==> src/source/geom_pkg.sv <==
`default_nettype none

package geom_pkg;

    typedef logic signed [15:0] fixed;  // Q8.8, wraps on overflow

    typedef struct packed {
        fixed x;
        fixed y;
        fixed z;
    } position_t;

    typedef struct packed {
        position_t   position;
        logic [15:0] color;  // RGB565
    } vertex_t;

    typedef struct packed {
        vertex_t v0;
        vertex_t v1;
        vertex_t v2;
    } triangle_t;

    typedef struct packed {
        fixed m00, m01, m02;
        fixed m10, m11, m12;
        fixed m20, m21, m22;
    } rotmat_t;

    typedef struct packed {
        rotmat_t   rotmat;
        position_t position;  // Translation
    } transform_t;

    typedef struct packed {
        triangle_t  triangle;
        transform_t transform;
    } triangle_tf_t;

    // One matrix row plus the matching translation component
    typedef struct packed {
        fixed col0;
        fixed col1;
        fixed col2;
        fixed trans;
    } xform_row_t;

    typedef union packed {
        vertex_t    vertex;
        xform_row_t row;
    } geom_word_u;

    typedef struct packed {
        fixed x_min;
        fixed x_max;
        fixed y_min;
        fixed y_max;
    } bbox_t;

    // Full product, arithmetic shift by 8, low 16 bits kept
    function automatic fixed mul(fixed a, fixed b);
        logic signed [31:0] prod;
        prod = a * b;
        return prod[23:8];
    endfunction

    function automatic fixed add(fixed a, fixed b);
        return a + b;
    endfunction

    function automatic fixed min3(fixed a, fixed b, fixed c);
        fixed m;
        m = (a < b) ? a : b;
        return (c < m) ? c : m;
    endfunction

    function automatic fixed max3(fixed a, fixed b, fixed c);
        fixed m;
        m = (a > b) ? a : b;
        return (c > m) ? c : m;
    endfunction

endpackage

`default_nettype wire

==> src/source/tri_stream_if.sv <==
`timescale 1ns/1ps
`default_nettype none

// Valid/ready stream, data and last held from valid until transfer
interface tri_stream_if #(
    parameter type payload_t = logic
);

    payload_t data;
    logic     last;   // End of mesh
    logic     valid;
    logic     ready;

    modport source (output data, output last, output valid, input ready);
    modport sink   (input data, input last, input valid, output ready);

endinterface

`default_nettype wire

==> src/source/triangle_fifo.sv <==
`timescale 1ns/1ps
`default_nettype none

module triangle_fifo import geom_pkg::*; #(
    parameter int DEPTH = 4
) (
    input  wire          clk,
    input  wire          rstn,
    tri_stream_if.sink   push,
    tri_stream_if.source pop
);

    localparam int AW = (DEPTH > 1) ? $clog2(DEPTH) : 1;
    localparam int CW = $clog2(DEPTH + 1);

    triangle_t mem_tri  [DEPTH];
    logic      mem_last [DEPTH];
    logic [AW-1:0] wr_ptr;
    logic [AW-1:0] rd_ptr;
    logic [CW-1:0] count;      // Entries in memory plus output register
    logic [CW-1:0] mem_count;
    logic          push_fire;
    logic          pop_fire;
    logic          load;       // Memory head moves into output register

    assign push.ready = (count != CW'(DEPTH));
    assign push_fire  = push.valid && push.ready;
    assign pop_fire   = pop.valid && pop.ready;
    assign mem_count  = count - CW'(pop.valid);
    assign load       = (mem_count != '0) && (!pop.valid || pop.ready);

    always_ff @(posedge clk) begin
        if (push_fire) begin
            mem_tri[wr_ptr]  <= push.data;
            mem_last[wr_ptr] <= push.last;
        end
        if (load) begin
            pop.data <= mem_tri[rd_ptr];  // Registered read
            pop.last <= mem_last[rd_ptr];
        end
    end

    always_ff @(posedge clk or negedge rstn) begin
        if (!rstn) begin
            wr_ptr    <= '0;
            rd_ptr    <= '0;
            count     <= '0;
            pop.valid <= 1'b0;
        end else begin
            if (push_fire)
                wr_ptr <= (wr_ptr == AW'(DEPTH - 1)) ? '0 : wr_ptr + 1'b1;
            if (load)
                rd_ptr <= (rd_ptr == AW'(DEPTH - 1)) ? '0 : rd_ptr + 1'b1;
            count <= count + CW'(push_fire) - CW'(pop_fire);
            if (load)
                pop.valid <= 1'b1;
            else if (pop_fire)
                pop.valid <= 1'b0;
        end
    end

    a_no_overflow: assert property (@(posedge clk) disable iff (!rstn)
        count <= CW'(DEPTH));

    // A presented entry is always backed by the count
    a_no_underflow: assert property (@(posedge clk) disable iff (!rstn)
        pop.valid |-> (count != '0));

endmodule

`default_nettype wire

==> src/flat_wrapper.sv <==
// flat-port wrapper written by rule: the top's interface ports become plain ports
module triangle_fifo_flat import geom_pkg::*;
#(
    parameter int DEPTH = 4
)
  (clk, rstn, push_data, push_last, push_valid, push_ready, pop_data, pop_last, pop_valid, pop_ready);
  tri_stream_if push_i ();
  tri_stream_if pop_i ();
  input  wire clk;
  input  wire rstn;
  input wire logic [$bits(push_i.data)-1:0] push_data;
  input wire logic [$bits(push_i.last)-1:0] push_last;
  input wire logic [$bits(push_i.valid)-1:0] push_valid;
  output wire logic [$bits(push_i.ready)-1:0] push_ready;
  output wire logic [$bits(pop_i.data)-1:0] pop_data;
  output wire logic [$bits(pop_i.last)-1:0] pop_last;
  output wire logic [$bits(pop_i.valid)-1:0] pop_valid;
  input wire logic [$bits(pop_i.ready)-1:0] pop_ready;
  assign push_i.data = push_data;
  assign push_i.last = push_last;
  assign push_i.valid = push_valid;
  assign push_ready = push_i.ready;
  assign pop_data = pop_i.data;
  assign pop_last = pop_i.last;
  assign pop_valid = pop_i.valid;
  assign pop_i.ready = pop_ready;
  triangle_fifo #(.DEPTH(DEPTH)) u_core (.clk(clk), .rstn(rstn), .push(push_i), .pop(pop_i));
endmodule
==> config.mk <==
export PLATFORM = sky130hd
export DESIGN_NAME = triangle_fifo_flat
export DESIGN_NICKNAME = d
export VERILOG_FILES = /design/src/source/geom_pkg.sv /design/src/source/tri_stream_if.sv /design/src/source/triangle_fifo.sv /design/src/flat_wrapper.sv
export SDC_FILE = /design/constraint.sdc
export NUM_CORES = 1
export LEC_CHECK = 0
export ABC_AREA = 1
export ABC_CLOCK_PERIOD_IN_PS = 4000
export BUFFER_PORTS_ARGS = -buffer_cell sky130_fd_sc_hd__buf_2
export CORE_MARGIN = 8
export CORE_UTILIZATION = 45
export CTS_CLUSTER_SIZE = 24
export DETAILED_ROUTE_END_ITERATION = 16
export RECOVER_POWER = 25
export SYNTH_ARGS = -nofsm -noshare
export SYNTH_HDL_FRONTEND = slang
export SYNTH_SLANG_ARGS = --single-unit
==> constraint.sdc <==
create_clock -name clk -period 4 [get_ports clk]
set_input_delay 0.4 -clock clk [delete_from_list [all_inputs] [get_ports clk]]
set_output_delay 0.4 -clock clk [all_outputs]
set_load 0.05 [all_outputs]
# Word-level counts from Yosys, hierarchy flattened
# Memories as Yosys holds them, arrays and structs flattened. A register that Yosys moved wholly into a read port is not among the register bits.
# Index checks and enable logic that the tools add are counted.
# Widths: inputs -> output; s select.
# word_totals
register_bits	8
mem_bits_rw	8
memories	2
word_cells	27
latch_bits	0
mem_bits_ro	0
# op_classes
div	0
magnitude_cmp	0
n_shift	0
multipliers	0
n_reduce_logical	7
n_eq_ne	3
add_sub_neg	5
bitwise	0
mux	6
# mem_list
name	words	width	rd	rd_clocked_by_memory_dff	wr	line	source
u_core.mem_last	4	1	1	1	1	triangle_fifo.sv:17	logic mem_last [DEPTH];
u_core.mem_tri	4	1	1	1	1	triangle_fifo.sv:16	triangle_t mem_tri [DEPTH];
# ops
op	n
$sub 3x1->3	2
$add 2x1->2 const B	2
$eq 2x2->1 const B	2
$mux 1	4
$mux 2	2
$add 3x1->3	1
$logic_and 1x1->1	3
$ne 3x3->1 const B	1
$reduce_bool 3->1	1
$reduce_bool 2->1	1
$logic_not 1->1	1
$logic_or 1x1->1	1

# Depth between registers and ports, before layout
# depth
depth_word	4
mapped_depth	8
mapped_depth_nobuf	8

# Least setup slack after synthesis
# Ideal clock, no wire load.
# synth_path
path_type	reg-to-reg
from	register u_core.pop.valid
to	register u_core.count[2]
t_arrival_ns	1.727
slack_ns	2.145
t_required_ns	3.871
path_stages_with_launch	8
setup_ns	0.129
period_less_slack_ns	1.855
cell_sequence	dfrtp_1 nand2_1 inv_1 ha_1 inv_1 ha_1 fa_1 xor2_1
# synth_via
elab_chain_cells	2
# synth_rtl
item	line	source
from (decl)	tri_stream_if.sv:14	modport source (output data, output last, output valid, input ready);
from (signal assigned)	triangle_fifo.sv:48	pop.valid <= 1'b0;
from (signal assigned)	triangle_fifo.sv:56	pop.valid <= 1'b1;
from (signal assigned)	triangle_fifo.sv:58	pop.valid <= 1'b0;
$logic_and 1x1->1	triangle_fifo.sv:28	assign pop_fire = pop.valid && pop.ready;
$sub 3x1->3	triangle_fifo.sv:54	count <= count + CW'(push_fire) - CW'(pop_fire);
to (signal assigned)	triangle_fifo.sv:54	
to (decl)	triangle_fifo.sv:20	logic [CW-1:0] count;
# No other way between the ends.
# A chain may end at the register's enable or synchronous reset.

# Worst setup path after layout
# Ends and elaborated chain as after synthesis.

==> impl_metrics.ini <==
[global_route]
gr-total-overflow = 0
grt_pass1_vias = 506
grt_use_total_pct = 8.41
grt_max_degree = 11
antenna_found_initial = 0
grt_pass1_wl_mm = 2.18

[timing]
rsz0062_at_grt = false
slew_headroom_pct = 69.4
hold_viol_final = 0
min_period_ns = 1.69
max_freq_ghz = 0.591
finClkSkew_ns = 0.00358
tns_ns = 0
final-setup-viol-count = 0
worstMarginPinSlew_ns = 0.459
slew_viol_final = 0
post-route-period-util_pct = 42.3

[logic_synthesis]
netlist_area_um2 = 887
syn_nets = 100
yosysSeqAreaShare_pct = 56.4
syn_avg_cell_area_um2 = 10.4
netlist_instances = 85
synth_cell_types = 16
ys_ff_latch = 18
yosys_warnings = 0

[floorplan]
die_w_um = 60.4
start_util_pct = 46.6
core_um2 = 1900
num_rows = 16
die_y_um = 60.4
ios = 10
dieArea_um2 = 3650

[pwr]
switchingPower_uw = 335
p_comb_share_pct = 45.4
p_clk_share_pct = 11.9
finalPower_uw = 766
p_leak_uw = 0.000474
p_int_uw = 431
p_seq_share_pct = 42.7
powerDensity_nw_per_um2 = 767
peakVddDrop_mv = 0.328
p_sw_share_pct = 43.8

[worst_setup_path]
startpoint = u_core.pop.valid$_DFFE_PN0P_
path_max_fanout = 4
start_kind = register
path_class = register to register
critical_path_arrival_ns = 1.87
required_ns = 4.18
critPathCaptureType = register
r2r_start = u_core.pop.valid$_DFFE_PN0P_

[drt]
drtPass1Iterations = 4
drt_drc_violations_left = 0
dr_total_vias = 557
drt-vias-per-instance = 4.42
wl_per_cell_um = 9.91
wl_mm = 1.25
ant_nets = 0
drt_iter0_markers = 2

[final_layout]
drive_gt1_share_pct = 17.2
regArea_um2 = 500
finalCoreUtilization_pct = 52.5
fillCellCount = 195
diodes = 0
multi_input_area_um2 = 315
final_nets = 115
syn_to_final_growth_pct = 12.6

[cts]
clock-sinks = 18
clkTransAtPathRegs_ns = 0.10
insertion_delay_ns = 0.29
cts_max_level = 1
post_cts_buffers = 0
clk_path_buf_depth = 2
numCtsBuffers = 3
ctsRootBufferMaster = clkbuf_4
cts_tree = done

[placed_design]
hpwl_um = 977
gp_congestion = 0.745
portBuffers = 9

[run]
drv_cap = 0

[outcome]
outcome = completed

[hold_path]
holdCritStartpoint = push_data
hold_path.class = input pin to register
==> final cells by class <==
| type | instances | share of cell area, % |
|---|---|---|
| clock buffer | 3 | 2.26 |
| clock inverter | 1 | 0.376 |
| inverter | 19 | 7.14 |
| multi-input combinational | 48 | 31.6 |
| sequential | 18 | 50.1 |
| tap | 27 | 3.38 |
| timing repair buffer | 10 | 5.14 |
==> through the flow <==
step | setup slack (ns) | hold WS, ns | instance area (um^2) | std cells
after detailed placement | 2.23 | 0.257 | 966 | 121
after global placement | 2.28 | 0.258 | 966 | 121
after floorplan | 2.14 | 0.104 | 887 | 85
after CTS | 2.30 | 0.309 | 1000 | 126
final | 2.31 | 0.369 | 998 | 126
after global routing | 2.19 | 0.354 | 998 | 126
==> power groups by stage <==
stage | logic, uW | clock network [uW] | registers [uW]
global placement | 351 | 0 | 330
global route | 401 | 106 | 337
CTS | 355 | 95.3 | 327
floorplan | 236 | 0 | 375
detailed placement | 353 | 0 | 332
finish | 348 | 91.3 | 327
==> critical path, cell delays in order (launching register included) <==
cell     delay [ns]
dfrtp_1        0.42
nand2_1        0.08
inv_1          0.04
ha_1           0.27
inv_1          0.04
ha_1           0.19
fa_1           0.38
xor2_1         0.17
==> metal layers <==
layer	global-route usage, %	vias up	wire, um
met5	0	-	0
met4	5.10	0	27
met3	4.45	5	82
met2	12.8	10	604
met1	9.03	249	534
li1	-	293	-
==> state kept, by name (all words and copies together), names as in the netlist <==
signal,cells
u_core.mem_last,4
u_core.pop.data,1
u_core.pop.valid,1
u_core.pop.last,1
u_core.wr_ptr,2
u_core.mem_tri,4
u_core.rd_ptr,2
u_core.count,3
==> cells in the final DEF, fill, tap and decap left out, types with 3 or more instances in the layout <==
cell type,instances
buf_2,6
clkbuf_1,3
clkbuf_4,3
dfrtp_1,8
edfxtp_1,10
ha_1,8
inv_1,16
inv_2,3
nand2_1,13
nor2_1,10
o21ai_0,5
==> what timing repair did <==
item | CTS | global route
hold buffers | 1 | 0
endpoints found under the hold margin | 8 | 0
setup endpoints to repair | 0 | 0
resized for setup | 0 | 0
==> cells by family (layout without fill, tap and decap cells) <==
family          after synthesis  after routing  share of synthesized area, %
fa+ha+maj                     9              9                          13.5
simple gates                 30             30                          15.8
compound gates                7              7                          4.23
buf+inv                      19             33                          8.04
xor+xnor                      2              2                          1.97
flops                        18             18                          56.4
==> synth_stat cells (all sizes together) <==
library cell / n / area, um^2
inv: 19 / 71.3
fa: 1 / 20.0
nand3: 4 / 30.0
o22ai: 2 / 12.5
ha: 8 / 100
nand2: 16 / 72.6
xor2: 1 / 8.76
xnor2: 1 / 8.76
nor2: 10 / 37.5
edfxtp: 10 / 300
o21ai: 5 / 25.0
dfrtp: 8 / 200
==> final timing paths <==
kind	slack, ns	endpoint	depth (start not counted)
setup / recovery	2.31	u_core.count[2]$_DFF_PN0_	7
hold / removal	0.37	u_core.mem_tri[1]$_DFFE_PP_	1
max in group asynchronous	3.13	u_core.count[2]$_DFF_PN0_	2
setup reg to reg	2.31	u_core.count[2]$_DFF_PN0_	7
hold reg to reg	0.55	u_core.wr_ptr[0]$_DFFE_PN0P_	2
min in group asynchronous	0.55	u_core.count[0]$_DFF_PN0_	2
(Power assumes the default switching activity.)
